File: src/verilog/fetch_pkg.sv
// ~~~~~~~~~~~~~~~~~~~~~~~~~~~~~~~~~~~~~~~~~~~~~~~~~~~~~~~~~~~~~~~~~~~~
// read channel beats, redirect type and RV32I/Zicsr encodings
// shared by all modules of the fetch subsystem through scoped names
// ~~~~~~~~~~~~~~~~~~~~~~~~~~~~~~~~~~~~~~~~~~~~~~~~~~~~~~~~~~~~~~~~~~~~
package fetch_pkg;

	// read address beat
	typedef struct packed {
		logic [31:0] addr;
	} rd_req_t;

	// read data beat
	typedef struct packed {
		logic [31:0] data;
		logic [1:0]  resp;
	} rd_rsp_t;

	// one redirect source, sampled with retire
	typedef struct packed {
		logic        take;
		logic [31:0] target;
	} redirect_t;

	localparam logic [1:0] RESP_OKAY   = 2'b00;
	localparam logic [1:0] RESP_SLVERR = 2'b10;

	// major opcodes
	localparam logic [6:0] OPC_LUI    = 7'b0110111;
	localparam logic [6:0] OPC_AUIPC  = 7'b0010111;
	localparam logic [6:0] OPC_JAL    = 7'b1101111;
	localparam logic [6:0] OPC_JALR   = 7'b1100111;
	localparam logic [6:0] OPC_BRANCH = 7'b1100011;
	localparam logic [6:0] OPC_LOAD   = 7'b0000011;
	localparam logic [6:0] OPC_STORE  = 7'b0100011;
	localparam logic [6:0] OPC_OP_IMM = 7'b0010011;
	localparam logic [6:0] OPC_OP     = 7'b0110011;
	localparam logic [6:0] OPC_SYSTEM = 7'b1110011;

	// funct3 fields
	localparam logic [2:0] F3_JALR  = 3'b000;
	localparam logic [2:0] F3_LB    = 3'b000;
	localparam logic [2:0] F3_LH    = 3'b001;
	localparam logic [2:0] F3_LW    = 3'b010;
	localparam logic [2:0] F3_LBU   = 3'b100;
	localparam logic [2:0] F3_LHU   = 3'b101;
	localparam logic [2:0] F3_SB    = 3'b000;
	localparam logic [2:0] F3_SH    = 3'b001;
	localparam logic [2:0] F3_SW    = 3'b010;
	localparam logic [2:0] F3_SLLI  = 3'b001;
	// srli and srai share this one, funct7 tells them apart
	localparam logic [2:0] F3_SRXI  = 3'b101;
	localparam logic [2:0] F3_CSRRW = 3'b001;
	localparam logic [2:0] F3_CSRRS = 3'b010;

	localparam logic [6:0] F7_BASE = 7'h00;
	localparam logic [6:0] F7_ALT  = 7'h20;

	// full system words
	localparam logic [31:0] INST_ECALL  = 32'h0000_0073;
	localparam logic [31:0] INST_EBREAK = 32'h0010_0073;
	localparam logic [31:0] INST_MRET   = 32'h3020_0073;

	localparam logic [31:0] RESET_PC = 32'h0000_0000;

endpackage

File: src/verilog/rd_arbiter.sv
// ~~~~~~~~~~~~~~~~~~~~~~~~~~~~~~~~~~~~~~~~~~~~~~~~~~~~~~~~~~~~~~~~~~~~
// round-robin arbiter between fetch and load read masters
// a grant lasts from address acceptance up to the read response
// ~~~~~~~~~~~~~~~~~~~~~~~~~~~~~~~~~~~~~~~~~~~~~~~~~~~~~~~~~~~~~~~~~~~~
`timescale 1ns/1ps

module rd_arbiter (
	input  logic               clk,
	input  logic               rst,
	input  fetch_pkg::rd_req_t f_ar_i,
	input  logic               f_ar_valid_i,
	output logic               f_ar_ready_o,
	output fetch_pkg::rd_rsp_t f_r_o,
	output logic               f_r_valid_o,
	input  logic               f_r_ready_i,
	input  fetch_pkg::rd_req_t l_ar_i,
	input  logic               l_ar_valid_i,
	output logic               l_ar_ready_o,
	output fetch_pkg::rd_rsp_t l_r_o,
	output logic               l_r_valid_o,
	input  logic               l_r_ready_i,
	output fetch_pkg::rd_req_t m_ar_o,
	output logic               m_ar_valid_o,
	input  logic               m_ar_ready_i,
	input  fetch_pkg::rd_rsp_t m_r_i,
	input  logic               m_r_valid_i,
	output logic               m_r_ready_o
);

	// one-hot grant, bit 0 fetch and bit 1 load, zero while idle
	logic [1:0] gnt_q;
	// set when load won the last round
	logic       last_q;
	logic       pick_load;
	logic       r_fire;

	assign pick_load = l_ar_valid_i && (!f_ar_valid_i || !last_q);
	assign r_fire    = m_r_valid_i && m_r_ready_o;

	always_ff @(posedge clk) begin
		if (rst) begin
			gnt_q  <= 2'b00;
			last_q <= 1'b1;
		end else if (gnt_q == 2'b00) begin
			if (f_ar_valid_i || l_ar_valid_i) begin
				gnt_q  <= pick_load ? 2'b10 : 2'b01;
				last_q <= pick_load;
			end
		end else if (r_fire) begin
			gnt_q <= 2'b00;
		end
	end

	// address channel steering
	assign m_ar_o       = gnt_q[1] ? l_ar_i : f_ar_i;
	assign m_ar_valid_o = (gnt_q[0] && f_ar_valid_i) || (gnt_q[1] && l_ar_valid_i);
	assign f_ar_ready_o = gnt_q[0] && m_ar_ready_i;
	assign l_ar_ready_o = gnt_q[1] && m_ar_ready_i;

	// data channel steering
	assign f_r_o       = m_r_i;
	assign l_r_o       = m_r_i;
	assign f_r_valid_o = gnt_q[0] && m_r_valid_i;
	assign l_r_valid_o = gnt_q[1] && m_r_valid_i;
	assign m_r_ready_o = (gnt_q[0] && f_r_ready_i) || (gnt_q[1] && l_r_ready_i);

endmodule

File: config.mk
export PLATFORM = sky130hd
export DESIGN_NAME = rd_arbiter
export DESIGN_NICKNAME = d
export VERILOG_FILES = /design/src/verilog/fetch_pkg.sv /design/src/verilog/rd_arbiter.sv
export SDC_FILE = /design/constraint.sdc
export NUM_CORES = 1
export LEC_CHECK = 0
export ABC_AREA = 1
export BUFFER_PORTS_ARGS = -buffer_cell sky130_fd_sc_hd__buf_2
export CAP_MARGIN = 0
export CELL_PAD_IN_SITES_DETAIL_PLACEMENT = 1
export CELL_PAD_IN_SITES_GLOBAL_PLACEMENT = 1
export CORE_UTILIZATION = 13
export CTS_BUF_LIST = sky130_fd_sc_hd__clkbuf_8 sky130_fd_sc_hd__clkbuf_16
export CTS_CLUSTER_SIZE = 12
export DETAILED_ROUTE_END_ITERATION = 7
export GPL_TIMING_DRIVEN = 0
export PLACE_DENSITY_LB_ADDON = 0.15
export SLEW_MARGIN = 20
export SYNTH_ARGS = -nofsm -noshare
export SYNTH_HDL_FRONTEND = slang
export SYNTH_SLANG_ARGS = --single-unit
export TNS_END_PERCENT = 50
File: constraint.sdc
create_clock -name clk -period 1.45 [get_ports clk]
set_clock_uncertainty 0.2 [all_clocks]
set_input_delay 0.145 -clock clk [delete_from_list [all_inputs] [get_ports clk]]
set_output_delay 0.145 -clock clk [all_outputs]
set_load 0.01 [all_outputs]
Yosys cells after proc, flatten, opt, wreduce, memory -nomap -nowiden
Index checks and enable logic that the tools add are counted.
{"block": "totals", "regBits": 3, "latch_bits": 0, "ramBits": 0, "romBits": 0, "inputBits": 106, "output_inout_bits": 106, "elab_cells": 28, "mem_count": 0}
{"block": "op_classes", "add_sub_neg": 0, "multipliers": 0, "div": 0, "n_lt_le_gt_ge": 0, "n_eq_ne": 1, "shift": 0, "muxes": 5, "bitwise_logic": 0, "reduce_logical": 20}
{"cell": "32-bit two-way mux", "count": 1}
{"cell": "1-bit logical AND", "count": 10}
{"cell": "2-bit two-way mux", "count": 4}
{"cell": "1-bit logical OR", "count": 4}
{"cell": "2-bit AND reduction", "count": 2}
{"cell": "1-bit logical NOT", "count": 2}
{"cell": "2-bit logical NOT", "count": 1}
{"cell": "2-bit by 1-bit inequality test with 1-bit output, second input constant", "count": 1}
{"cell": "2-bit nonzero test", "count": 1}

Logic depth before layout (Yosys ltp)
Gate-level depths: netlist (run 1).
{"block": "depth", "ltp_word": 6, "depth_mapped": 6, "depth_no_buf": 6}

Worst setup path after synthesis (run 1)
Ideal clock, no wire load.
{"block": "synth_path", "path_type": "register to output", "from": "reg gnt_q[1]", "to": "out m_ar_o[10] in the netlist's numbering", "arrival_ns": 0.805, "required_time_ns": 1.105, "path_slack_ns": 0.300, "path_stages_with_launch": 5, "n_path_buf": 2, "path_cell_list": "dfxtp_1 buf_4 buf_2 nand2_1 nand2_1"}
{"element": "from (decl)", "line_no": "rd_arbiter.sv:31", "source": "logic [1:0] gnt_q;"}
{"element": "from (signal assigned)", "line_no": "rd_arbiter.sv:46", "source": "gnt_q <= pick_load ? 2'b10 : 2'b01;"}
{"element": "to (decl)", "line_no": "rd_arbiter.sv:22", "source": "output fetch_pkg::rd_req_t m_ar_o,"}

==> impl_metrics.json, run 1 <==
{
  "intPower_mw": 0.8185,
  "critPathMaxFanout": 10,
  "slew_headroom": 0.8539,
  "violations": "negative setup slack",
  "drtAntennaViolNets": 0,
  "status": "finished, violations left",
  "drive_gt1_frac": 0.6837,
  "p_comb_frac": 0.746,
  "hold_depth": 3,
  "register_area_sq_um": 61.31,
  "vias": 1805,
  "fin_crit_sh": 1.017,
  "fmaxAchievable_mhz": 678.2,
  "cts_buffers": 3,
  "p_switching_mw": 0.5607,
  "synth_nets": 311,
  "remaining_drc_errors": 0,
  "place_hpwl_mm": 4.314,
  "cts_max_level": 1,
  "post_drt_wl_per_cell_microns": 10.10,
  "synth_area_sq_um": 1107,
  "io-pin-count": 212,
  "die_w_microns": 94.29,
  "hold_path_end": "last_q",
  "path_class": "register to primary output",
  "finalHoldViolCount": 0,
  "p_leak_nw": 1.551,
  "power_switching_share": 0.4065,
  "core_sq_um": 8217,
  "critPathLaunchType": "register",
  "root_buffer": "clkbuf_8",
  "dpl_worst_slack_ns": 0.03412,
  "multiInputGateArea_sq_um": 476.7,
  "critPathArrivalTime_ns": 1.13,
  "reg2reg_depth": 6,
  "clk_pin_slew_worst_paths_ns": 0.03,
  "initial_core_util": 0.1348,
  "fp.dieH_microns": 94.29,
  "cap_viol_max_count": 0,
  "r2r_slack_ns": 0.21,
  "clock_latency_ns": 0.21,
  "required_ns": 1.11,
  "finalWorstSetupSlack_ns": -0.02457,
  "fin_total_pwr_mw": 1.379,
  "yosysWarnings": 0,
  "grt_max_degree": 11,
  "area_delta_synth_final_pct": 109.0,
  "drt_iter0_markers": 18,
  "yosysSeqAreaShare": 0.05424,
  "timing.rr.start": "gnt_q[1]",
  "cp-end-kind": "primary output",
  "hp-class": "input port to register",
  "antenna_cells": 0,
  "peakVddDrop_mv": 0.4837,
  "cts_max_path_buffers": 2,
  "grt.total_usage": 0.1044,
  "place_congestion": 0.6911,
  "netlist_instances": 205,
  "wirelength_mm": 5.020,
  "hp-start": "l_ar_valid_i",
  "drt-pass1-iter-count": 4,
  "synthDistinctLibCells": 12,
  "cts_tree": "built",
  "worst_slew_pin_slew_ns": 0.2189,
  "rows": 33,
  "grt_overflow": 0,
  "grt_pass1_vias": 1714,
  "rsz0062_at_grt": "true",
  "grt_pass1_wl_mm": 7.610,
  "antenna_found_initial": 0,
  "p_per_area_nw_per_um2": 595.8,
  "slew_violations": 0,
  "avgSynthCellArea_sq_um": 5.402,
  "fp.dieArea_sq_um": 8891,
  "worstReg2RegEnd": "gnt_q[0]",
  "routed_via_density": 3.632,
  "nets": 499,
  "period_minus_slack_ns": 1.475,
  "p_seq_frac": 0.084,
  "setup_violations": 20,
  "fill_cells": 1102,
  "fin_tns_setup_ns": -0.2384,
  "synth-seq-cells": 3,
  "clkPwrFrac": 0.169,
  "port-buffer-count": 177,
  "cts_sinks": 3
}
## through the flow
stage                     hold WS [ns]  std cells    util  cell area, sq um
after global placement          0.1461        487  0.2586              2125
after CTS                      0.06491        497  0.2781              2285
after floorplan               0.007445        205       -              1107
final                          0.06124        497  0.2817              2315
after global routing           0.07648        497  0.2817              2315
after detailed placement        0.1480        487  0.2586              2125
## worst max path at each step
stage / from / to / depth (start not counted)
floorplan: gnt_q[1] / m_ar_o[10] / 4
global placement: gnt_q[1] / m_ar_o[13] / 5
detailed placement: gnt_q[1] / m_ar_o[23] / 5
CTS: gnt_q[1] / m_ar_o[6] / 6
global route: gnt_q[1] / m_ar_o[5] / 6
finish: gnt_q[1] / m_ar_o[0] / 6
## cells in the mapped netlist, drive strengths merged
library cell  instances  share of area
nand2               115           0.39
buf                  75           0.50
inv                   6          0.020
a21oi                 3          0.017
dfxtp                 3          0.054
nand3                 1         0.0045
nor2                  1         0.0034
o21ai                 1         0.0045
## cell families (layout without fill, tap and decap cells)
kind of cell           Yosys count  after routing  share of synthesized area
AO/OA/AOI/OAI                    4              4                    0.02147
buffers and inverters           81            268                     0.5220
AND/OR/NAND/NOR                117            117                     0.4023
flip-flops                       3              3                    0.05424
## cell type report
cell class                 instances  share of cell area
sequential                         3             0.02649
clock inverter                     1            0.001622
inverter                           6             0.01297
tap                              105             0.05676
buffer                            75              0.2595
timing repair buffer             183              0.4189
multi-input combinational        121              0.2059
clock buffer                       3             0.01784
## worst max-delay path: stages, from the launching register on
cell	delay, ns
dfxtp_2	0.32
buf_8	0.14
inv_8	0.09
buf_8	0.13
nand2_1	0.05
nand2_1	0.05
buf_2	0.12
## power by group through the flow
stage / clock, mW / sequential [mW] / combinational, mW
6_report: 0.234 / 0.116 / 1.03
5_1_grt: 0.248 / 0.118 / 1.15
4_1_cts: 0.240 / 0.115 / 1.03
3_5_place_dp: 0 / 0.117 / 0.938
3_3_place_gp: 0 / 0.116 / 0.926
2_1_floorplan: 0 / 0.110 / 0.535
## routing by layer
metal	GRT usage	routed length (microns)	vias to the layer above
met4	0.007692	0	0
met3	0.02994	611	0
met1	0.09645	1614	783
li1	-	-	914
met2	0.2252	2794	108
met5	0	0	-
## sequential cells by signal (all words and copies together) (netlist names)
register,cells
gnt_q,2
last_q,1
## placed cells by master, fill, tap and decap left out
cell and count:
inv_8 1, inv_1 6, dfxtp_2 1, a21oi_1 2, nand3_1 1, nand2_2 5
clkbuf_8 3, buf_8 3, nor2_1 1, nand2_1 110, dlygate4sd3_1 1, dfxtp_1 2
a21oi_2 1, buf_2 175, buf_4 71, o21ai_1 1, buf_6 7, buf_16 1
## repair_timing
action | CTS | global route
hold endpoints to repair | 3 | 0
resized for setup | 18 | 7
endpoints found under the setup margin | 33 | 35
setup buffers | 3 | 0
hold buffers | 1 | 0
gates cloned | 2 | 0
Power figures use the tool's default switching activity.
==> inputs of run 2 (changes only) <==
Settings changed: PLACE_DENSITY_LB_ADDON 0.15 to 0.1.
==> run 2 against run 1 <==
  * The flow still finishes with violations (negative setup slack)
  * Combinational power about the same
  * Setup slack got worse by 0.0015 ns
  * Sequential cell count unchanged
  * Global-route usage decreased by 0.83 points
  * Critical path depth unchanged
  * Largest cell class unchanged
  * Highest routed layer unchanged
==> impl_metrics.json, run 2 (synthesized netlist as in run 1, its figures left out) <==
{
  "status": "finished, violations left",
  "violations": "negative setup slack",
  "clk_pin_slew_worst_paths_ns": 0.03,
  "hold_depth": 3,
  "fin_crit_sh": 1.018,
  "cts_max_path_buffers": 2,
  "p_per_area_nw_per_um2": 589.4,
  "intPower_mw": 0.7970,
  "drive_gt1_frac": 0.6846,
  "cts_max_level": 1,
  "p_comb_frac": 0.740,
  "fp.dieH_microns": 94.29,
  "final_util": 0.2782,
  "routed_via_density": 3.576,
  "path_class": "register to primary output",
  "final_cells": 495,
  "p_seq_frac": 0.087,
  "clkPwrFrac": 0.173,
  "remaining_drc_errors": 0,
  "final_common_cell": "buf_2",
  "fill_cells": 1102,
  "p_switching_mw": 0.5502,
  "peakVddDrop_mv": 0.3846,
  "regMostFlops": "gnt_q",
  "cts_buffers": 3,
  "fmaxAchievable_mhz": 677.5,
  "root_buffer": "clkbuf_8",
  "antenna_cells": 0,
  "slew_violations": 0,
  "dpl_worst_slack_ns": 0.01780,
  "reg2reg_depth": 4,
  "die_w_microns": 94.29,
  "grt.total_usage": 0.09604,
  "place_inst": 487,
  "largest_reg_flops": 2,
  "initial_core_util": 0.1348,
  "place_hpwl_mm": 4.296,
  "io-pin-count": 212,
  "core_sq_um": 8217,
  "clock_latency_ns": 0.21,
  "critPathMaxFanout": 10,
  "drt-pass1-iter-count": 3,
  "power_switching_share": 0.4084,
  "area_delta_synth_final_pct": 106.4,
  "antenna_found_initial": 0,
  "hp-class": "input port to register",
  "grt_pass1_wl_mm": 6.900,
  "cts_tree": "built",
  "grt_max_degree": 11,
  "setup_violations": 26,
  "layout_common_cells": "buf_2, nand2_1, buf_4",
  "cap_viol_max_count": 0,
  "port-buffer-count": 177,
  "finalWorstSetupSlack_ns": -0.02609,
  "p_leak_nw": 1.537,
  "nets": 497,
  "cp-end-kind": "primary output",
  "wirelength_mm": 4.913,
  "place_congestion": 0.7280,
  "required_ns": 1.11,
  "grt_pass1_vias": 1635,
  "post_drt_wl_per_cell_microns": 9.925,
  "rsz0062_at_grt": "true",
  "rows": 33,
  "fp.dieArea_sq_um": 8891,
  "drt_iter0_markers": 4,
  "cts_sinks": 3,
  "critPathLaunchType": "register",
  "finalHoldViolCount": 0,
  "largestRegisters": "gnt_q (2), last_q (1)",
  "slew_headroom": 0.8480,
  "period_minus_slack_ns": 1.476,
  "critPathArrivalTime_ns": 1.13,
  "worst_slew_pin_slew_ns": 0.2276,
  "drtAntennaViolNets": 0,
  "grt_overflow": 0,
  "vias": 1770
}
-- run 2: per-stage QoR --
stage	instance area [sq um]	hold WS (ns)	power, mW	setup TNS (ns)
floorplan	1107	0.007445	0.6451	0
global placement	2125	0.1428	1.044	0
detailed placement	2125	0.1411	1.051	0
CTS	2231	0.06182	1.340	-1.087
global route	2286	0.09882	1.489	-2.806
finish	2286	0.06220	1.347	-0.3008
-- run 2: area by class of cell --
| cell class | instances | area, sq um | share of cell area |
|---|---|---|---|
| plain buffers | 75 | 596.8 | 0.2611 |
| clock buffers | 3 | 41.29 | 0.01806 |
| clock inverters | 1 | 3.754 | 0.001642 |
| inverters | 6 | 30.03 | 0.01314 |
| multi-input cells | 121 | 479.2 | 0.2096 |
| flip-flops and latches | 3 | 61.31 | 0.02682 |
| well taps | 105 | 131.4 | 0.05747 |
| repair buffers | 181 | 942.2 | 0.4122 |
-- run 2: path summary, 6_finish.rpt --
check,startpoint,endpoint,slack [ns]
max,gnt_q[1],m_ar_o[5],-0.03
min,l_ar_valid_i,last_q,0.06
max reg2reg,gnt_q[0],last_q,0.27
min reg2reg,last_q,last_q,0.26
-- run 2: critical path, cell delays in order, from the launching register on --
cell and delay, ns:
dfxtp_2 0.32, buf_8 0.14, inv_8 0.08, buf_6 0.14, nand2_1 0.06, nand2_1 0.05, buf_2 0.12
-- run 2: metal layers --
metal  GRT usage  share of wire  vias to the layer above
li1            -              -                      909
met5           0              0                        -
met2      0.2083           0.55                      117
met1     0.08389           0.32                      744
met4     0.01923              0                        0
met3     0.02670           0.13                        0
-- run 2: repair_timing --
action	in CTS	in global routing
hold endpoints to repair	3	0
endpoints found under the setup margin	33	34
hold buffers	1	0
cloned	0	1
setup buffers	2	0
gates resized for setup	12	9
-- run 2: power groups by stage --
stage               combinational [mW]  clock (mW)  sequential [mW]
floorplan                        0.535           0            0.110
global placement                 0.928           0            0.116
detailed placement               0.934           0            0.117
CTS                              0.981       0.242            0.118
global route                      1.12       0.252            0.121
finish                           0.997       0.233            0.117
