===== config.mk =====
export PLATFORM = sky130hd
export DESIGN_NAME = ifetch
export DESIGN_NICKNAME = d
export VERILOG_FILES = /design/src/verilog/fetch_pkg.sv /design/src/verilog/pc_gen.sv /design/src/verilog/inst_check.sv /design/src/verilog/ifetch.sv
export SDC_FILE = /design/constraint.sdc
export NUM_CORES = 1
export LEC_CHECK = 0
export BUFFER_PORTS_ARGS = -buffer_cell sky130_fd_sc_hd__clkbuf_2
export CORE_MARGIN = 3
export CORE_UTILIZATION = 48
export DETAILED_ROUTE_END_ITERATION = 8
export GPL_TIMING_DRIVEN = 0
export PLACE_DENSITY_LB_ADDON = 0.1
export SYNTH_ARGS = -nofsm -noshare
export SYNTH_HDL_FRONTEND = slang
export SYNTH_SLANG_ARGS = --single-unit

===== constraint.sdc =====
create_clock -name clk -period 4.05 [get_ports clk]
set_input_delay 0.6075 -clock clk [delete_from_list [all_inputs] [get_ports clk]]
set_output_delay 0.6075 -clock clk [all_outputs]
set_load 0.02 [all_outputs]

===== src/verilog/fetch_pkg.sv =====
// ~~~~~~~~~~~~~~~~~~~~~~~~~~~~~~~~~~~~~~~~~~~~~~~~~~~~~~~~~~~~~~~~~~~~
// read channel beats, redirect type and RV32I/Zicsr encodings
// shared by all modules of the fetch subsystem through scoped names
// ~~~~~~~~~~~~~~~~~~~~~~~~~~~~~~~~~~~~~~~~~~~~~~~~~~~~~~~~~~~~~~~~~~~~
package fetch_pkg;

	// read address beat
	typedef struct packed {
		logic [31:0] addr;
	} rd_req_t;

	// read data beat
	typedef struct packed {
		logic [31:0] data;
		logic [1:0]  resp;
	} rd_rsp_t;

	// one redirect source, sampled with retire
	typedef struct packed {
		logic        take;
		logic [31:0] target;
	} redirect_t;

	localparam logic [1:0] RESP_OKAY   = 2'b00;
	localparam logic [1:0] RESP_SLVERR = 2'b10;

	// major opcodes
	localparam logic [6:0] OPC_LUI    = 7'b0110111;
	localparam logic [6:0] OPC_AUIPC  = 7'b0010111;
	localparam logic [6:0] OPC_JAL    = 7'b1101111;
	localparam logic [6:0] OPC_JALR   = 7'b1100111;
	localparam logic [6:0] OPC_BRANCH = 7'b1100011;
	localparam logic [6:0] OPC_LOAD   = 7'b0000011;
	localparam logic [6:0] OPC_STORE  = 7'b0100011;
	localparam logic [6:0] OPC_OP_IMM = 7'b0010011;
	localparam logic [6:0] OPC_OP     = 7'b0110011;
	localparam logic [6:0] OPC_SYSTEM = 7'b1110011;

	// funct3 fields
	localparam logic [2:0] F3_JALR  = 3'b000;
	localparam logic [2:0] F3_LB    = 3'b000;
	localparam logic [2:0] F3_LH    = 3'b001;
	localparam logic [2:0] F3_LW    = 3'b010;
	localparam logic [2:0] F3_LBU   = 3'b100;
	localparam logic [2:0] F3_LHU   = 3'b101;
	localparam logic [2:0] F3_SB    = 3'b000;
	localparam logic [2:0] F3_SH    = 3'b001;
	localparam logic [2:0] F3_SW    = 3'b010;
	localparam logic [2:0] F3_SLLI  = 3'b001;
	// srli and srai share this one, funct7 tells them apart
	localparam logic [2:0] F3_SRXI  = 3'b101;
	localparam logic [2:0] F3_CSRRW = 3'b001;
	localparam logic [2:0] F3_CSRRS = 3'b010;

	localparam logic [6:0] F7_BASE = 7'h00;
	localparam logic [6:0] F7_ALT  = 7'h20;

	// full system words
	localparam logic [31:0] INST_ECALL  = 32'h0000_0073;
	localparam logic [31:0] INST_EBREAK = 32'h0010_0073;
	localparam logic [31:0] INST_MRET   = 32'h3020_0073;

	localparam logic [31:0] RESET_PC = 32'h0000_0000;

endpackage


===== src/verilog/pc_gen.sv =====
// ~~~~~~~~~~~~~~~~~~~~~~~~~~~~~~~~~~~~~~~~~~~~~~~~~~~~~~~~~~~~~~~~~~~~
// program counter, updated once per retired instruction
// redirect priority is trap, jump, branch, then pc + 4
// ~~~~~~~~~~~~~~~~~~~~~~~~~~~~~~~~~~~~~~~~~~~~~~~~~~~~~~~~~~~~~~~~~~~~
`timescale 1ns/1ps

module pc_gen (
	input  logic                 clk,
	input  logic                 rst,
	input  logic                 advance_i,
	input  fetch_pkg::redirect_t trap_i,
	input  fetch_pkg::redirect_t jump_i,
	input  fetch_pkg::redirect_t branch_i,
	output logic [31:0]          pc_o
);

	logic [31:0] pc_q;
	logic [31:0] pc_next;

	// highest taken source wins
	always_comb begin
		if (trap_i.take) begin
			pc_next = trap_i.target;
		end else if (jump_i.take) begin
			pc_next = jump_i.target;
		end else if (branch_i.take) begin
			pc_next = branch_i.target;
		end else begin
			pc_next = pc_q + 32'd4;
		end
	end

	always_ff @(posedge clk) begin
		if (rst) begin
			pc_q <= fetch_pkg::RESET_PC;
		end else if (advance_i) begin
			pc_q <= pc_next;
		end
	end

	assign pc_o = pc_q;

endmodule


===== src/verilog/inst_check.sv =====
// ~~~~~~~~~~~~~~~~~~~~~~~~~~~~~~~~~~~~~~~~~~~~~~~~~~~~~~~~~~~~~~~~~~~~
// combinational legality check against the RV32I/Zicsr subset
// ~~~~~~~~~~~~~~~~~~~~~~~~~~~~~~~~~~~~~~~~~~~~~~~~~~~~~~~~~~~~~~~~~~~~
`timescale 1ns/1ps

module inst_check (
	input  logic [31:0] inst_i,
	output logic        illegal_o
);

	logic [6:0] opcode;
	logic [2:0] funct3;
	logic [6:0] funct7;
	logic       legal;

	assign opcode = inst_i[6:0];
	assign funct3 = inst_i[14:12];
	assign funct7 = inst_i[31:25];

	always_comb begin
		legal = 1'b0;
		case (opcode)
			fetch_pkg::OPC_LUI,
			fetch_pkg::OPC_AUIPC,
			fetch_pkg::OPC_JAL,
			fetch_pkg::OPC_BRANCH,
			fetch_pkg::OPC_OP: legal = 1'b1;
			fetch_pkg::OPC_JALR: legal = (funct3 == fetch_pkg::F3_JALR);
			fetch_pkg::OPC_LOAD: begin
				legal = funct3 inside {fetch_pkg::F3_LB, fetch_pkg::F3_LH, fetch_pkg::F3_LW,
					fetch_pkg::F3_LBU, fetch_pkg::F3_LHU};
			end
			fetch_pkg::OPC_STORE: begin
				legal = funct3 inside {fetch_pkg::F3_SB, fetch_pkg::F3_SH, fetch_pkg::F3_SW};
			end
			fetch_pkg::OPC_OP_IMM: begin
				// shifts carry funct7 in the immediate
				if (funct3 == fetch_pkg::F3_SLLI) begin
					legal = (funct7 == fetch_pkg::F7_BASE);
				end else if (funct3 == fetch_pkg::F3_SRXI) begin
					legal = (funct7 == fetch_pkg::F7_BASE) || (funct7 == fetch_pkg::F7_ALT);
				end else begin
					legal = 1'b1;
				end
			end
			fetch_pkg::OPC_SYSTEM: begin
				legal = (funct3 inside {fetch_pkg::F3_CSRRW, fetch_pkg::F3_CSRRS}) ||
					(inst_i == fetch_pkg::INST_ECALL) ||
					(inst_i == fetch_pkg::INST_EBREAK) ||
					(inst_i == fetch_pkg::INST_MRET);
			end
			default: legal = 1'b0;
		endcase
	end

	assign illegal_o = !legal;

endmodule


===== src/verilog/ifetch.sv =====
// ~~~~~~~~~~~~~~~~~~~~~~~~~~~~~~~~~~~~~~~~~~~~~~~~~~~~~~~~~~~~~~~~~~~~
// fetch unit, reads one word per retired instruction over the read
// channel and reports it with a one-cycle inst_valid_o
// ~~~~~~~~~~~~~~~~~~~~~~~~~~~~~~~~~~~~~~~~~~~~~~~~~~~~~~~~~~~~~~~~~~~~
`timescale 1ns/1ps

module ifetch (
	input  logic                 clk,
	input  logic                 rst,
	input  logic                 retire_i,
	input  fetch_pkg::redirect_t trap_i,
	input  fetch_pkg::redirect_t jump_i,
	input  fetch_pkg::redirect_t branch_i,
	output fetch_pkg::rd_req_t   ar_o,
	output logic                 ar_valid_o,
	input  logic                 ar_ready_i,
	input  fetch_pkg::rd_rsp_t   r_i,
	input  logic                 r_valid_i,
	output logic                 r_ready_o,
	output logic                 inst_valid_o,
	output logic [31:0]          inst_o,
	output logic [31:0]          pc_o,
	output logic                 illegal_o,
	output logic                 fault_o
);

	typedef enum logic [1:0] {
		S_ADDR,
		S_DATA,
		S_REPORT,
		S_RETIRE
	} state_t;

	state_t      state_q;
	state_t      state_d;
	logic        advance;
	logic [31:0] pc;
	logic [31:0] inst_q;
	logic        fault_q;

	// retire is taken as soon as the word has been reported
	assign advance = retire_i && ((state_q == S_REPORT) || (state_q == S_RETIRE));

	pc_gen i_pc_gen (
		.clk       (clk),
		.rst       (rst),
		.advance_i (advance),
		.trap_i    (trap_i),
		.jump_i    (jump_i),
		.branch_i  (branch_i),
		.pc_o      (pc)
	);

	inst_check i_inst_check (
		.inst_i    (inst_q),
		.illegal_o (illegal_o)
	);

	always_comb begin
		state_d = state_q;
		case (state_q)
			S_ADDR:   if (ar_valid_o && ar_ready_i) state_d = S_DATA;
			S_DATA:   if (r_valid_i && r_ready_o) state_d = S_REPORT;
			S_REPORT: state_d = advance ? S_ADDR : S_RETIRE;
			S_RETIRE: if (advance) state_d = S_ADDR;
			default:  state_d = S_ADDR;
		endcase
	end

	always_ff @(posedge clk) begin
		if (rst) begin
			state_q <= S_ADDR;
		end else begin
			state_q <= state_d;
		end
	end

	// returned word, held until the next fetch completes
	always_ff @(posedge clk) begin
		if (r_valid_i && r_ready_o) begin
			inst_q  <= r_i.data;
			fault_q <= (r_i.resp != fetch_pkg::RESP_OKAY);
		end
	end

	assign ar_o.addr    = pc;
	assign ar_valid_o   = (state_q == S_ADDR);
	assign r_ready_o    = (state_q == S_DATA);
	assign inst_valid_o = (state_q == S_REPORT);
	assign inst_o       = inst_q;
	assign pc_o         = pc;
	assign fault_o      = fault_q;

endmodule


Word-level counts from Yosys, hierarchy flattened
Index checks and enable logic that the tools add are counted.
{"block": "classes", "n_reduce_logical": 18, "eq_ne": 24, "mux": 11, "addsub": 1}
{"cell": "$mux W32", "n": 3}
{"cell": "$add A32 B3 Y32 const B", "n": 1}
{"cell": "$eq A32 B21 Y1 const B", "n": 1}
{"cell": "$eq A32 B30 Y1 const B", "n": 1}
{"cell": "$eq A32 B7 Y1 const B", "n": 1}
{"cell": "$eq A7 B6 Y1 const B", "n": 4}
{"cell": "$eq A7 B7 Y1 const B", "n": 4}
{"cell": "$eq A7 B5 Y1 const B", "n": 2}
{"cell": "$mux W2", "n": 4}
{"cell": "$pmux W2 S4", "n": 1}
{"cell": "$eq A7 B2 Y1 const B", "n": 1}
{"cell": "$logic_not A7 Y1", "n": 1}
{"cell": "$eq A3 B3 Y1 const B", "n": 2}
{"cell": "$pmux W1 S6", "n": 1}
{"cell": "$logic_or A1 B1 Y1", "n": 5}
{"cell": "$reduce_bool A5 Y1", "n": 1}
{"cell": "$reduce_or A5 Y1", "n": 1}
{"cell": "$eq A2 B2 Y1 const B", "n": 2}
{"cell": "$ne A2 B1 Y1 const B", "n": 2}
{"cell": "$reduce_bool A2 Y1", "n": 2}
{"cell": "$eq A3 B1 Y1 const B", "n": 1}
{"cell": "$eq A3 B2 Y1 const B", "n": 1}
{"cell": "$logic_and A1 B1 Y1", "n": 3}
{"cell": "$logic_not A3 Y1", "n": 1}
{"cell": "other kinds (7)", "n": 8}
{"block": "totals", "reg_bits": 67, "word_cells": 58, "output_inout_bits": 101, "input_bits": 138}

Longest topological paths before layout
{"block": "depth", "depth_word": 7, "depth_mapped": 7, "depth_no_buf": 6}

By module
From an unflattened synthesis, not the netlist that was laid out.
{"block": "unflattened", "cells_unflattened": 461, "area_unflattened_um2": 4236.6}
{"module": "pc_gen", "area_each_um2": 2646.3, "instances": 1, "cells_per_inst": 348, "seq_area_each_um2": 640.6}
{"module": "ifetch", "area_each_um2": 1351.3, "instances": 1, "cells_per_inst": 80, "seq_area_each_um2": 1031.0}
{"module": "inst_check", "area_each_um2": 239.0, "instances": 1, "cells_per_inst": 33, "seq_area_each_um2": 0.0}

Least setup slack after synthesis
No wires, ideal clock.
{"block": "synth_timing", "kind": "flip-flop to output port", "start": "reg inst_q[11] (netlist: inst_o[11])", "end": "out illegal_o", "path_slack_ns": 1.773, "path_buffers": 0, "t_arrival_ns": 1.669, "stages_incl_launch_ff": 6, "t_required_ns": 3.442, "path_cell_list": "edfxtp_1 or4_1 nor3_1 a311oi_1 nor4b_1 nor3_1"}
{"block": "synth_between", "elab_chain_len": 6, "elab_cells_between_ends": 8, "cone_classes": "3 x eq/ne; 1 x mux; 4 x reduce/logical"}
{"element": "from (decl)", "line_no": "ifetch.sv:38", "text": "logic [31:0] inst_q;"}
{"element": "from (signal assigned)", "line_no": "ifetch.sv:81", "text": "inst_q <= r_i.data;"}
{"element": "$eq A32 B7 Y1", "line_no": "inst_check.sv:48", "text": "(inst_i == fetch_pkg::INST_ECALL) ||"}
{"element": "$logic_or A1 B1 Y1", "line_no": "inst_check.sv:47", "text": "legal = (funct3 inside {fetch_pkg::F3_CSRRW, fetch_pkg::F3_CSRRS}) ||"}
{"element": "$logic_or A1 B1 Y1", "line_no": "inst_check.sv:48"}
{"element": "$logic_or A1 B1 Y1 (*)", "line_no": "inst_check.sv:49", "text": "(inst_i == fetch_pkg::INST_EBREAK) ||"}
{"element": "$pmux W1 S6 (*)", "line_no": "inst_check.sv:22", "text": "case (opcode)"}
{"element": "$logic_not A1 Y1 (*)", "line_no": "inst_check.sv:56", "text": "assign illegal_o = !legal;"}
{"element": "to (decl)", "line_no": "ifetch.sv:23", "text": "output logic illegal_o,"}
Every way passes the cells marked *; elsewhere a longest branch is shown, timed or not.

Worst setup path after layout
{"block": "layout_timing", "start": "reg inst_q[10] (netlist: inst_o[10])", "end": "out illegal_o"}
Same word-level chain as after synthesis.

==> results.cfg <==
[placed_design]
place_ws_ns = 1.49
globalplace.congestion = 0.926
dp_hpwl_um = 11300
io_buffers = 236

[grt]
grt_overflow_total = 0
antenna_found_initial = 0
grt_start_max_net_pins = 35
grt_first_pass_wirelength_um = 22700
grtUsageTotal = 0.291
top_usage_layer = met2
grt_pass1_vias = 4628
met3_usage = 0.0708
use_met1 = 0.338
grt_util_met2 = 0.496

[worst_setup_path]
required_ns = 3.44
ff2ff_setup_slack_ns = 1.87
r2r_cells = 6
cp-end-kind = output pin
arrival_ns = 2.22
worstPathMaxFanout = 2
critPathLaunchType = flip-flop
r2r-start = i_pc_gen.pc_o[2]
path_class = flip-flop to output pin
timing.rr.end = i_pc_gen.pc_o[22]

[clocking]
cts_hold_buf = 0
cts_tree = done
cts_setup_buffers = 0
clk_pin_slew_ns = 0.08
cts.path.max_buffers = 2
cts_root_buf = clkbuf_8
htreeDepth = 3
cts_resized = 0
cts_buffers = 9
cts_sinks = 67
clock_latency_ns = 0.34

[yosys]
synthFlopType = dfxtp_1
yosysTopAreaCell = edfxtp_1
ys_top_cells_by_count = 37 x nand2_1, 34 x dfxtp_1, 34 x nor2_1
synth-seq-cells = 67
synthTopCellsByArea = edfxtp_1 24%, dfxtp_1 16%, buf_4 6.0%
yosysSeqAreaShare = 0.403
ys_types = 56
avgSynthCellArea_sq_um = 8.75
synth-edff-count = 33
async_flop_share = 0
synth_most_common_cell = nand2_1
syn_inst = 474
syn-num-nets = 613
synth_area_sq_um = 4150
ys_warn_count = 0
synth_top_cell_area_share = 0.239

[die]
die_h_um = 98.9
die_x_um = 98.9
rows = 33
top_level_ports = 239
dieArea_sq_um = 9790
initial_core_util = 0.499
core_sq_um = 8300

[route]
drc = 0
dr.pass1.iters = 5
detail_route.wl_per_cell_um = 17.9
via_count = 4831
totalWireLength_um = 14900
drtIter0Drc = 409
routed_via_density = 5.81
ant_nets = 0

[layout]
syn_to_final_growth_pct = 36.3
n_antenna_cell = 0
layout-drive-gt1-share = 0.410
nNetsFinal = 860
utilization = 0.681

[run]
maxCapViolCount = 0

[sta]
finalWorstSetupSlack_ns = 1.22
finalSetupTns_ns = 0
hold_viol = 0
setup_violations = 0
hold-worst-slack_ns = 0.440
period_minus_slack_ns = 2.83
rsz0062_at_grt = no
relSlewSlack = 0.500
worst_slew_pin_slew_ns = 0.750
fin_crit_sh = 0.699
max_freq_ghz = 0.353
slew_violations = 0
clock_skew_ns = 0.0146

[status]
outcome = completed

[power]
cellPowerDensity_nw_per_um2 = 286
leakage_nw = 2.51
ir_drop_mv = 0.137

[worst_hold_path]
hold_start = r_i[19]
whs_endpoint = inst_o[17]
hold_class = input port to flip-flop
hold_depth = 1
==> through the flow <==
step | std cells | cell area, sq um | power (mW)
after floorplan | 474 | 4150 | 0.938
after global placement | 815 | 5460 | 1.07
after detailed placement | 815 | 5460 | 1.08
after CTS | 831 | 5650 | 1.62
after global routing | 831 | 5650 | 1.67
final | 831 | 5650 | 1.62
==> where the power goes <==
part | internal (mW) | switching (mW)
Combinational | 0.125 | 0.172
Clock | 0.282 | 0.269
Sequential | 0.740 | 0.0300
Total | 1.15 | 0.470
==> state kept, by name, indices dropped and copies added, names as in the netlist <==
name           cells
state_q            2
i_pc_gen.pc_o     32
inst_o            32
fault_o            1
==> cells in the final DEF (no fill, tap or decap), drive strengths merged, types with 3 or more instances in the layout <==
cell	Yosys	layout
nor4	14	14
a311oi	3	3
nand3	11	11
a31oi	6	6
or2	3	3
xor2	4	4
and2	4	4
a31o	3	3
and3	4	4
o211ai	9	9
inv	10	10
buf	37	37
nor2b	5	5
o32ai	6	6
a21o	3	3
nand4	13	13
a221o	3	3
clkinv	1	6
nor3	27	27
nand2	37	37
xnor2	8	8
a211oi	4	4
a22oi	3	3
mux2i	8	8
nor2	34	34
o22ai	8	8
a221oi	16	16
a21oi	32	32
edfxtp	33	33
clkbuf	28	273
and4	5	5
nand2b	9	9
dfxtp	34	34
nor4b	3	3
o21ai	18	18
==> layout make-up <==
class / instances / area [sq um]
fillers: 694 / 2650
multi-input cells: 331 / 2060
flip-flops and latches: 67 / 1670
repair buffers: 236 / 1180
plain buffers: 65 / 373
well taps: 105 / 131
clock buffers: 9 / 124
clock inverters: 7 / 68.8
inverters: 11 / 41.3
==> critical path, stage by stage (launching register included) <==
cell      delay, ns
edfxtp_1       0.39
or4_1          0.50
nor3_1         0.25
a311oi_1       0.14
nor4b_1        0.33
nor3_1         0.10
clkbuf_2       0.17
==> kinds of logic after synthesis <==
kind of cell / Yosys count / share of synthesized area
adder cells (fa/ha/maj): 1 / 0.00302
multiplexers: 8 / 0.0193
XOR/XNOR: 12 / 0.0254
flip-flops: 67 / 0.403
AO/OA/AOI/OAI: 133 / 0.224
buffers and inverters: 76 / 0.0999
AND/OR/NAND/NOR: 177 / 0.225
==> layer usage <==
metal / wire length [um] / up-vias
li1: - / 2283
met1: 5470 / 2177
met2: 7210 / 322
met3: 1670 / 49
met4: 521 / 0
met5: 0 / -
==> how the worst max path moves through the flow <==
stage / cells after the start / from / endpoint / slack (ns)
2_1_floorplan: 5 / inst_o[11] / illegal_o / 1.77
3_3_place_gp: 8 / trap_i[32] / i_pc_gen.pc_o[16] / 1.53
3_5_place_dp: 8 / trap_i[32] / i_pc_gen.pc_o[22] / 1.49
4_1_cts: 6 / inst_o[10] / illegal_o / 1.19
5_1_grt: 6 / inst_o[11] / illegal_o / 1.02
6_report: 6 / inst_o[10] / illegal_o / 1.22
Power figures use the tool's default switching activity.
