<file path="src/verilog/fetch_pkg.sv">
// ~~~~~~~~~~~~~~~~~~~~~~~~~~~~~~~~~~~~~~~~~~~~~~~~~~~~~~~~~~~~~~~~~~~~
// read channel beats, redirect type and RV32I/Zicsr encodings
// shared by all modules of the fetch subsystem through scoped names
// ~~~~~~~~~~~~~~~~~~~~~~~~~~~~~~~~~~~~~~~~~~~~~~~~~~~~~~~~~~~~~~~~~~~~
package fetch_pkg;

	// read address beat
	typedef struct packed {
		logic [31:0] addr;
	} rd_req_t;

	// read data beat
	typedef struct packed {
		logic [31:0] data;
		logic [1:0]  resp;
	} rd_rsp_t;

	// one redirect source, sampled with retire
	typedef struct packed {
		logic        take;
		logic [31:0] target;
	} redirect_t;

	localparam logic [1:0] RESP_OKAY   = 2'b00;
	localparam logic [1:0] RESP_SLVERR = 2'b10;

	// major opcodes
	localparam logic [6:0] OPC_LUI    = 7'b0110111;
	localparam logic [6:0] OPC_AUIPC  = 7'b0010111;
	localparam logic [6:0] OPC_JAL    = 7'b1101111;
	localparam logic [6:0] OPC_JALR   = 7'b1100111;
	localparam logic [6:0] OPC_BRANCH = 7'b1100011;
	localparam logic [6:0] OPC_LOAD   = 7'b0000011;
	localparam logic [6:0] OPC_STORE  = 7'b0100011;
	localparam logic [6:0] OPC_OP_IMM = 7'b0010011;
	localparam logic [6:0] OPC_OP     = 7'b0110011;
	localparam logic [6:0] OPC_SYSTEM = 7'b1110011;

	// funct3 fields
	localparam logic [2:0] F3_JALR  = 3'b000;
	localparam logic [2:0] F3_LB    = 3'b000;
	localparam logic [2:0] F3_LH    = 3'b001;
	localparam logic [2:0] F3_LW    = 3'b010;
	localparam logic [2:0] F3_LBU   = 3'b100;
	localparam logic [2:0] F3_LHU   = 3'b101;
	localparam logic [2:0] F3_SB    = 3'b000;
	localparam logic [2:0] F3_SH    = 3'b001;
	localparam logic [2:0] F3_SW    = 3'b010;
	localparam logic [2:0] F3_SLLI  = 3'b001;
	// srli and srai share this one, funct7 tells them apart
	localparam logic [2:0] F3_SRXI  = 3'b101;
	localparam logic [2:0] F3_CSRRW = 3'b001;
	localparam logic [2:0] F3_CSRRS = 3'b010;

	localparam logic [6:0] F7_BASE = 7'h00;
	localparam logic [6:0] F7_ALT  = 7'h20;

	// full system words
	localparam logic [31:0] INST_ECALL  = 32'h0000_0073;
	localparam logic [31:0] INST_EBREAK = 32'h0010_0073;
	localparam logic [31:0] INST_MRET   = 32'h3020_0073;

	localparam logic [31:0] RESET_PC = 32'h0000_0000;

endpackage

</file>
<file path="src/verilog/load_port.sv">
// ~~~~~~~~~~~~~~~~~~~~~~~~~~~~~~~~~~~~~~~~~~~~~~~~~~~~~~~~~~~~~~~~~~~~
// data load master, one read per load_req_i pulse taken while idle
// ~~~~~~~~~~~~~~~~~~~~~~~~~~~~~~~~~~~~~~~~~~~~~~~~~~~~~~~~~~~~~~~~~~~~
`timescale 1ns/1ps

module load_port (
	input  logic               clk,
	input  logic               rst,
	input  logic               load_req_i,
	input  logic [31:0]        load_addr_i,
	output logic               busy_o,
	output logic               load_done_o,
	output logic [31:0]        load_data_o,
	output logic               load_err_o,
	output fetch_pkg::rd_req_t ar_o,
	output logic               ar_valid_o,
	input  logic               ar_ready_i,
	input  fetch_pkg::rd_rsp_t r_i,
	input  logic               r_valid_i,
	output logic               r_ready_o
);

	typedef enum logic [1:0] {
		L_IDLE,
		L_ADDR,
		L_DATA
	} state_t;

	state_t      state_q;
	logic        done_q;
	logic [31:0] addr_q;
	logic [31:0] data_q;
	logic        err_q;
	logic        r_fire;

	assign r_fire = r_valid_i && r_ready_o;

	always_ff @(posedge clk) begin
		if (rst) begin
			state_q <= L_IDLE;
			done_q  <= 1'b0;
		end else begin
			done_q <= r_fire;
			case (state_q)
				L_IDLE: if (load_req_i) state_q <= L_ADDR;
				L_ADDR: if (ar_valid_o && ar_ready_i) state_q <= L_DATA;
				L_DATA: if (r_fire) state_q <= L_IDLE;
				default: state_q <= L_IDLE;
			endcase
		end
	end

	// request address and result
	always_ff @(posedge clk) begin
		if ((state_q == L_IDLE) && load_req_i) begin
			addr_q <= load_addr_i;
		end
		if (r_fire) begin
			data_q <= r_i.data;
			err_q  <= (r_i.resp != fetch_pkg::RESP_OKAY);
		end
	end

	assign busy_o      = (state_q != L_IDLE);
	assign ar_o.addr   = addr_q;
	assign ar_valid_o  = (state_q == L_ADDR);
	assign r_ready_o   = (state_q == L_DATA);
	assign load_done_o = done_q;
	assign load_data_o = data_q;
	assign load_err_o  = err_q;

endmodule

</file>
<file path="config.mk">
export PLATFORM = sky130hd
export DESIGN_NAME = load_port
export DESIGN_NICKNAME = d
export VERILOG_FILES = /design/src/verilog/fetch_pkg.sv /design/src/verilog/load_port.sv
export SDC_FILE = /design/constraint.sdc
export NUM_CORES = 1
export LEC_CHECK = 0
export ABC_AREA = 0
export BUFFER_PORTS_ARGS = -buffer_cell sky130_fd_sc_hd__clkbuf_2
export CELL_PAD_IN_SITES_DETAIL_PLACEMENT = 0
export CELL_PAD_IN_SITES_GLOBAL_PLACEMENT = 1
export CORE_ASPECT_RATIO = 1.2
export CORE_MARGIN = 8
export CORE_UTILIZATION = 32
export CTS_CLUSTER_DIAMETER = 50
export CTS_CLUSTER_SIZE = 10
export DETAILED_ROUTE_END_ITERATION = 8
export GPL_TIMING_DRIVEN = 0
export PLACE_DENSITY = 0.78
export SLEW_MARGIN = 20
export SYNTH_ARGS = -nofsm -noshare
export SYNTH_HDL_FRONTEND = slang
export SYNTH_SLANG_ARGS = --single-unit
</file>
<file path="constraint.sdc">
create_clock -name clk -period 2.55 [get_ports clk]
set_input_delay 0.51 -clock clk [delete_from_list [all_inputs] [get_ports clk]]
set_output_delay 0.51 -clock clk [all_outputs]
set_load 0.1 [all_outputs]
</file>
# After elaboration in Yosys (flattened, before gate mapping)
# Cells that the tools add are included.
[totals]
regBits = 68
latch_bits = 0
ramBits = 0
mem_bits_ro = 0
in_bits = 71
out_inout_bits = 69
elab_cells = 21
n_memories = 0
[classes]
addsub = 0
n_mul = 0
n_div = 0
n_lt_le_gt_ge = 0
n_eq_ne = 5
shifts = 0
n_mux = 4
n_bitwise = 0
reduce_logical = 7
[ops]
columns = ["cell", "count"]
rows = [
  ["2-to-1 mux 2 bit", 3],
  ["case mux 2 bit (3 select lines)", 1],
  ["!= test 2 x 1 -> 1 bit, second input constant", 2],
  ["nonzero test 2 bit", 2],
  ["logical AND 1 bit", 3],
  ["AND reduction 3 bit", 1],
  ["equality test 2 x 1 -> 1 bit, second input constant", 1],
  ["equality test 2 bit, second input constant", 1],
  ["logical NOT 2 bit", 1],
  ["!= test 2 bit, second input constant", 1],
]

# Longest topological paths before layout
# Gate-level depths: netlist of the first run.
[depth]
word_depth = 4
depth_mapped = 2

# Worst setup path before layout of the first run
# OpenSTA, ideal clock, no wires.
[synth_timing]
kind = "reg-to-reg"
start = "reg state_q[1]"
end = "reg addr_q[0] (netlist: ar_o[0]) (enable)"
setup_time_ns = 0.421
t_arrival_ns = 2.447
path_slack_ns = -0.318
path_stages_with_launch = 3
n_path_buf = 0
path_cell_list = "dfxtp_1 > or2_1 > nor2_1"
[synth_between]
elab_chain_cells = 2
[synth_rtl]
columns = ["element", "line", "source"]
rows = [
  ["from (decl)", "load_port.sv:29", "state_t state_q;"],
  ["from (signal assigned)", "load_port.sv:40", "state_q <= L_IDLE;"],
  ["from (signal assigned)", "load_port.sv:45", "L_IDLE: if (load_req_i) state_q <= L_ADDR;"],
  ["from (signal assigned)", "load_port.sv:46", "L_ADDR: if (ar_valid_o && ar_ready_i) state_q <= L_DATA;"],
  ["logical NOT 2 bit", "load_port.sv:55", "if ((state_q == L_IDLE) && load_req_i) begin"],
  ["logical AND 1 bit", "load_port.sv:55", ""],
  ["to (signal assigned)", "load_port.sv:56", "addr_q <= load_addr_i;"],
  ["to (decl)", "load_port.sv:31", "logic [31:0] addr_q;"],
]
# Every way passes these cells.
# A chain may end at the register's enable or synchronous reset.

# Worst setup path after layout of the first run
[layout_timing]
start = "reg state_q[1]"
end = "out r_ready_o"
[layout_between]
elab_chain_cells = 1
[layout_rtl]
columns = ["element", "line", "source"]
rows = [
  ["equality test 2 bit", "load_port.sv:67", "assign r_ready_o = (state_q == L_DATA);"],
  ["to (decl)", "load_port.sv:20", "output logic r_ready_o"],
]
# Every way passes these cells.

==> impl_metrics.csv, run 1 <==
group,metric,value,unit
detailed_routing,vias,1346,
setup_path,cp.arrival,1.42,ns
finish,ff_latch_area,2012,um^2
yosys,syn_inst,82,
pwr,power_density,800.5,nW/um^2
floorplanning,ios,140,
global_route,busiest_layer,"met2",
finish,antenna_cells,0,
sta,period_share,0.7553,
sta,slew-limit-headroom,0.5218,
placement,pre_cts_ws,0.8862,ns
sta,clock_skew,0.008674,ns
sta,setup_viol,0,
cts,cts_sinks,68,
yosys,ys_seq_elements,68,
setup_path,crit_fanout,5,
floorplanning,die_y,104.7,um
worst_hold_path,worstHoldEndpoint,"ar_o[16]",
sta,fmax,519.2,MHz
global_route,use_met1,0.1095,
cts,clk_pin_slew,0.08,ns
cts,clk_latency,0.33,ns
finish,multi_input_area,88.84,um^2
cts,cts_max_level,3,
sta,min_period,1.926,ns
yosys,synthTopCellsByArea,"edfxtp_1 93%, dfxtp_1 2.9%, nand2b_1 0.60%",
cts,hold_buffers,0,
setup_path,r2r-start,"state_q[1]",
cts,cts_root_buffer,"clkbuf_8",
finish,area_growth,47.56,%
global_route,grt_util_met3,0.09664,
pwr,peakVddDrop,443.0,uV
pwr,power_leakage,1.348,nW
placement,place_area,2930,um^2
detailed_routing,drtIter0Drc,35,
sta,fin_ws,0.6239,ns
cts,postCtsSetupRepairBufs,0,
global_route,grt_util_met2,0.1675,
sta,holdWs,0.3504,ns
yosys,syn_area,2100,um^2
yosys,synth.avg_cell_area,25.60,um^2
setup_path,critPathCaptureType,"output pin",
setup_path,crit_required,2.04,ns
yosys,syn_nets,153,
worst_hold_path,worstHoldStart,"load_addr_i[16]",
setup_path,worstReg2RegEnd,"load_data_o[0]",
detailed_routing,viasPerCell,4.167,
job,drv_cap,0,
detailed_routing,drtAntennaViolNets,0,
cts,cts_tree,"built",
cts,clockBufferDepth,2,
pwr,p_clk_frac,0.296,
global_route,grt_antenna_before_repair,0,
placement,port_buffers,139,
floorplanning,start_util,0.3277,
sta,hold_viol_final,0,
finish,stdcell_count,323,
finish,layout-drive-gt1-share,0.6639,
setup_path,regToRegSetupSlack,1.08,ns
finish,nets,304,
worst_hold_path,hold_class,"in -> reg",
pwr,combPwrFrac,0.183,
pwr,p_switching,0.7802,mW
finish,stdcell_area,3098,um^2
placement,gp_congestion,0.7178,
pwr,p_seq_frac,0.520,
placement,placed_cells,307,
worst_hold_path,holdPathStages,1,
sta,final_max_slew_viol_count,0,
sta,rsz0062_at_grt,"false",
sta,finalSetupTns,0,ns
setup_path,cp-start-kind,"register",
placement,dpl.hpwl,4355,um
detailed_routing,routedWlPerCell,16.24,um
run_status,status,"finished clean",
detailed_routing,drt-pass1-iter-count,2,
yosys,synth_top_area_share,0.9297,
global_route,overflow,0,
detailed_routing,drt_wl_total,5247,um
global_route,grt_max_degree,35,
yosys,synth_seq_area_share,0.9583,
floorplanning,die_area,9419,um^2
yosys,ys_warn_count,0,
setup_path,critical_path_class,"reg -> out",
global_route,grt_pass1_wl,8245,um
pwr,p_int,1.700,mW
sta,tightest_slew,0.7173,ns
finish,fillers,586,
cts,cts_resized,0,
floorplanning,core,6406,um^2
yosys,ys_types,12,
detailed_routing,remaining_drc_errors,0,
floorplanning,chipWidth,89.94,um
global_route,grt_pass1_vias,1576,
yosys,synth_area_leader_cell,"edfxtp_1",
pwr,power.share.switching,0.3146,
cts,numCtsBuffers,9,
global_route,grt_use_total,0.1152,
floorplanning,fp-row-count,32,
setup_path,reg2reg_depth,1,
-- power groups by stage --
stage                     registers, mW  clock network [mW]  logic, mW
final                              1.29               0.735      0.455
after global routing               1.29               0.817      0.471
after CTS                          1.29               0.766      0.460
after detailed placement           1.32                   0      0.460
after global placement             1.32                   0      0.449
after floorplan                    1.61                   0     0.0517
-- kinds of logic after synthesis --
group,after synthesis,synth area share
simple gates,10,0.02980
compound gates,2,0.008345
buf+inv,2,0.003577
flops,68,0.9583
-- cells in the mapped netlist --
library cell / instances
nor2_1: 2
a211oi_1: 1
inv_1: 2
and2_1: 1
nor2b_2: 1
edfxtp_1: 65
dfxtp_1: 3
or2_1: 2
nor2b_1: 1
a32o_1: 1
nand2b_1: 2
and3b_1: 1
-- layer usage --
metal	vias to the layer above	part of all wire
li1	622	-
met1	607	0.36
met2	106	0.44
met3	11	0.18
met4	0	0.022
met5	-	0
-- metrics by stage --
stage	util	power [mW]
final	0.4836	2.480
after global placement	0.4533	1.764
after global routing	0.4836	2.582
after detailed placement	0.4574	1.775
after CTS	0.4836	2.517
after floorplan	-	1.666
-- layout by cell type (no fill, tap or decap) --
| cell type | synthesis | routed |
|---|---|---|
| a211oi_1 | 1 | 1 |
| dfxtp_1 | 3 | 3 |
| nor2_1 | 2 | 1 |
| inv_1 | 2 | 2 |
| clkinv_2 | 0 | 3 |
| and3b_2 | 0 | 1 |
| or2_1 | 2 | 2 |
| edfxtp_1 | 65 | 65 |
| clkbuf_8 | 0 | 9 |
| nand2b_1 | 2 | 2 |
| nor2b_2 | 1 | 1 |
| a32o_1 | 1 | 1 |
| clkinvlp_4 | 0 | 1 |
| nor2b_1 | 1 | 1 |
| clkinv_1 | 0 | 1 |
| nor2_4 | 0 | 1 |
| clkinv_4 | 0 | 2 |
| and2_1 | 1 | 1 |
| buf_12 | 0 | 1 |
| clkbuf_2 | 0 | 139 |
-- worst max-delay path, stage by stage, from the launching register on --
cell      delay (ns)
dfxtp_1         0.40
nor2b_1         0.20
clkbuf_2        0.48
-- worst max-delay path by stage --
stage,start,endpoint,slack (ns),depth (start not counted)
after floorplan,state_q[1],ar_o[0],0.21,2
after global placement,load_req_i,ar_o[21],0.28,3
after detailed placement,r_valid_i,load_data_o[22],0.89,2
after CTS,state_q[0],busy_o,0.61,2
after global routing,state_q[1],r_ready_o,0.54,2
final,state_q[1],r_ready_o,0.62,2
-- cell type report --
class	count	area share
flip-flops and latches	68	0.6494
clock buffers	9	0.03998
clock inverters	7	0.01414
multi-input cells	12	0.02868
inverters	2	0.002423
repair buffers	140	0.2310
well taps	85	0.03433
-- state kept, by name, indices dropped and copies added, names as in the netlist --
signal / flops
load_done_o: 1
state_q: 2
load_err_o: 1
load_data_o: 32
ar_o: 32
(Power assumes the default switching activity.)
==> run 2: changes to the inputs <==
==> constraint.sdc (replaced) <==
create_clock -name clk -period 2 [get_ports clk]
set_input_delay 0.4 -clock clk [delete_from_list [all_inputs] [get_ports clk]]
set_output_delay 0.4 -clock clk [all_outputs]
set_load 0.1 [all_outputs]
==> run 2 against run 1 <==
Design area is 2.0% higher. First-iteration DRC count is 29% higher. Combinational power increased by 25%. Cell count decreased by 0.31%. Worst setup slack worse by 0.42 ns. Count of clock-buffer cells in the layout did not move. Global-route usage down 0.83 points. Core utilization up 0.98 points.
==> impl_metrics.csv, run 2 (same netlist as run 1, synthesis figures left out) <==
group,metric,value,unit
run_status,status,"finished clean",
sta,finalSetupTns,0,ns
finish,area_growth,50.54,%
floorplanning,ios,140,
finish,nets,303,
placement,port_buffers,139,
pwr,power_density,1127,nW/um^2
setup_path,critPathCaptureType,"output pin",
detailed_routing,vias,1328,
cts,numCtsBuffers,9,
cts,cts_tree,"built",
sta,period_share,0.8956,
cts,hold_buffers,0,
placement,gp_congestion,0.6867,
job,drv_cap,0,
sta,slew-limit-headroom,0.4352,
global_route,grt_use_total,0.1068,
cts,cts_max_level,3,
cts,clk_latency,0.33,ns
cts,postCtsSetupRepairBufs,0,
global_route,grt_pass1_vias,1551,
global_route,grt_pass1_wl,7714,um
sta,setup_viol,0,
setup_path,crit_fanout,6,
finish,fillers,580,
detailed_routing,remaining_drc_errors,0,
detailed_routing,viasPerCell,4.124,
sta,hold_viol_final,0,
sta,fmax,558.3,MHz
detailed_routing,drt-pass1-iter-count,3,
floorplanning,die_area,9419,um^2
detailed_routing,drt_wl_total,4989,um
setup_path,crit_required,1.60,ns
setup_path,critical_path_class,"reg -> out",
finish,final_common_cell,"clkbuf_2",
floorplanning,start_util,0.3277,
detailed_routing,routedWlPerCell,15.49,um
sta,rsz0062_at_grt,"false",
floorplanning,die_y,104.7,um
detailed_routing,drtIter0Drc,45,
cts,cts_root_buffer,"clkbuf_8",
setup_path,cp-start-kind,"register",
finish,ff_latch_area,2012,um^2
finish,layout-drive-gt1-share,0.6709,
floorplanning,core,6406,um^2
setup_path,r2r-start,"state_q[1]",
global_route,grt_antenna_before_repair,0,
finish,antenna_cells,0,
cts,clockBufferDepth,2,
cts,cts_sinks,68,
detailed_routing,drtAntennaViolNets,0,
setup_path,worstSetupStartpoint,"state_q[0]",
sta,clock_skew,0.005033,ns
pwr,power_leakage,1.373,nW
setup_path,cp.arrival,1.39,ns
cts,clk_pin_slew,0.08,ns
sta,min_period,1.791,ns
global_route,grt_max_degree,35,
sta,tightest_slew,0.8451,ns
global_route,overflow,0,
pwr,peakVddDrop,650.9,uV
sta,fin_ws,0.2087,ns
finish,layout_common_cells,"139 x clkbuf_2, 65 x edfxtp_1, 9 x clkbuf_8",
cts,cts_resized,0,
sta,final_max_slew_viol_count,0,
floorplanning,fp-row-count,32,
floorplanning,chipWidth,89.94,um
finish,multi_input_area,91.34,um^2
worst_hold_path,hold_class,"in -> reg",
placement,pre_cts_ws,0.3049,ns
worst_hold_path,worstHoldStart,"load_addr_i[20]",
-- run 2: changes by cell type in the layout (fill, tap and decap cells not counted), sizes merged --
cell	delta
buf	-1
bufinv	+3
clkinv	-4
inv	+1
-- run 2: per-layer routing --
metal,vias to the layer above,global-route usage,wire [um],share of wire
met5,-,0,0,0
met4,0,0.05721,85,0.017
met3,10,0.1031,994,0.20
met2,102,0.1602,2181,0.44
met1,594,0.09180,1728,0.35
li1,622,-,-,-
-- run 2: final timing paths --
path              slack [ns]         end  depth (start not counted)
hold / removal          0.24    ar_o[20]                          1
setup / recovery        0.21      busy_o                          2
setup reg to reg        0.34    ar_o[19]                          2
hold reg to reg         0.49  state_q[0]                          1
-- run 2: area by class of cell --
type,count,area share
clock buffer,9,0.03919
clock inverter,7,0.03919
inverter,2,0.002375
multi-input combinational,12,0.02890
sequential,68,0.6366
tap,85,0.03365
timing repair buffer,139,0.2201
-- run 2: power by group --
part,switching [mW],total (mW),internal [mW]
clock,0.512,1.35,0.836
sequential,0.0162,1.65,1.63
combinational,0.480,0.569,0.0894
total,1.01,3.56,2.55
-- run 2: per-stage QoR --
step	util	hold slack [ns]	cells	instance area, um^2	power (mW)
final	0.4934	0.2390	322	3161	3.563
after global routing	0.4934	0.2138	322	3161	3.678
after CTS	0.4934	0.2154	322	3161	3.608
after detailed placement	0.4547	0.4874	306	2913	2.254
after global placement	0.4545	0.4872	306	2912	2.248
after floorplan	-	0.4551	82	2110	2.126
-- run 2: worst max-delay path, stage by stage, from the launching register on --
cell and delay [ns]:
dfxtp_1 0.39, or2_1 0.19, clkbuf_2 0.48
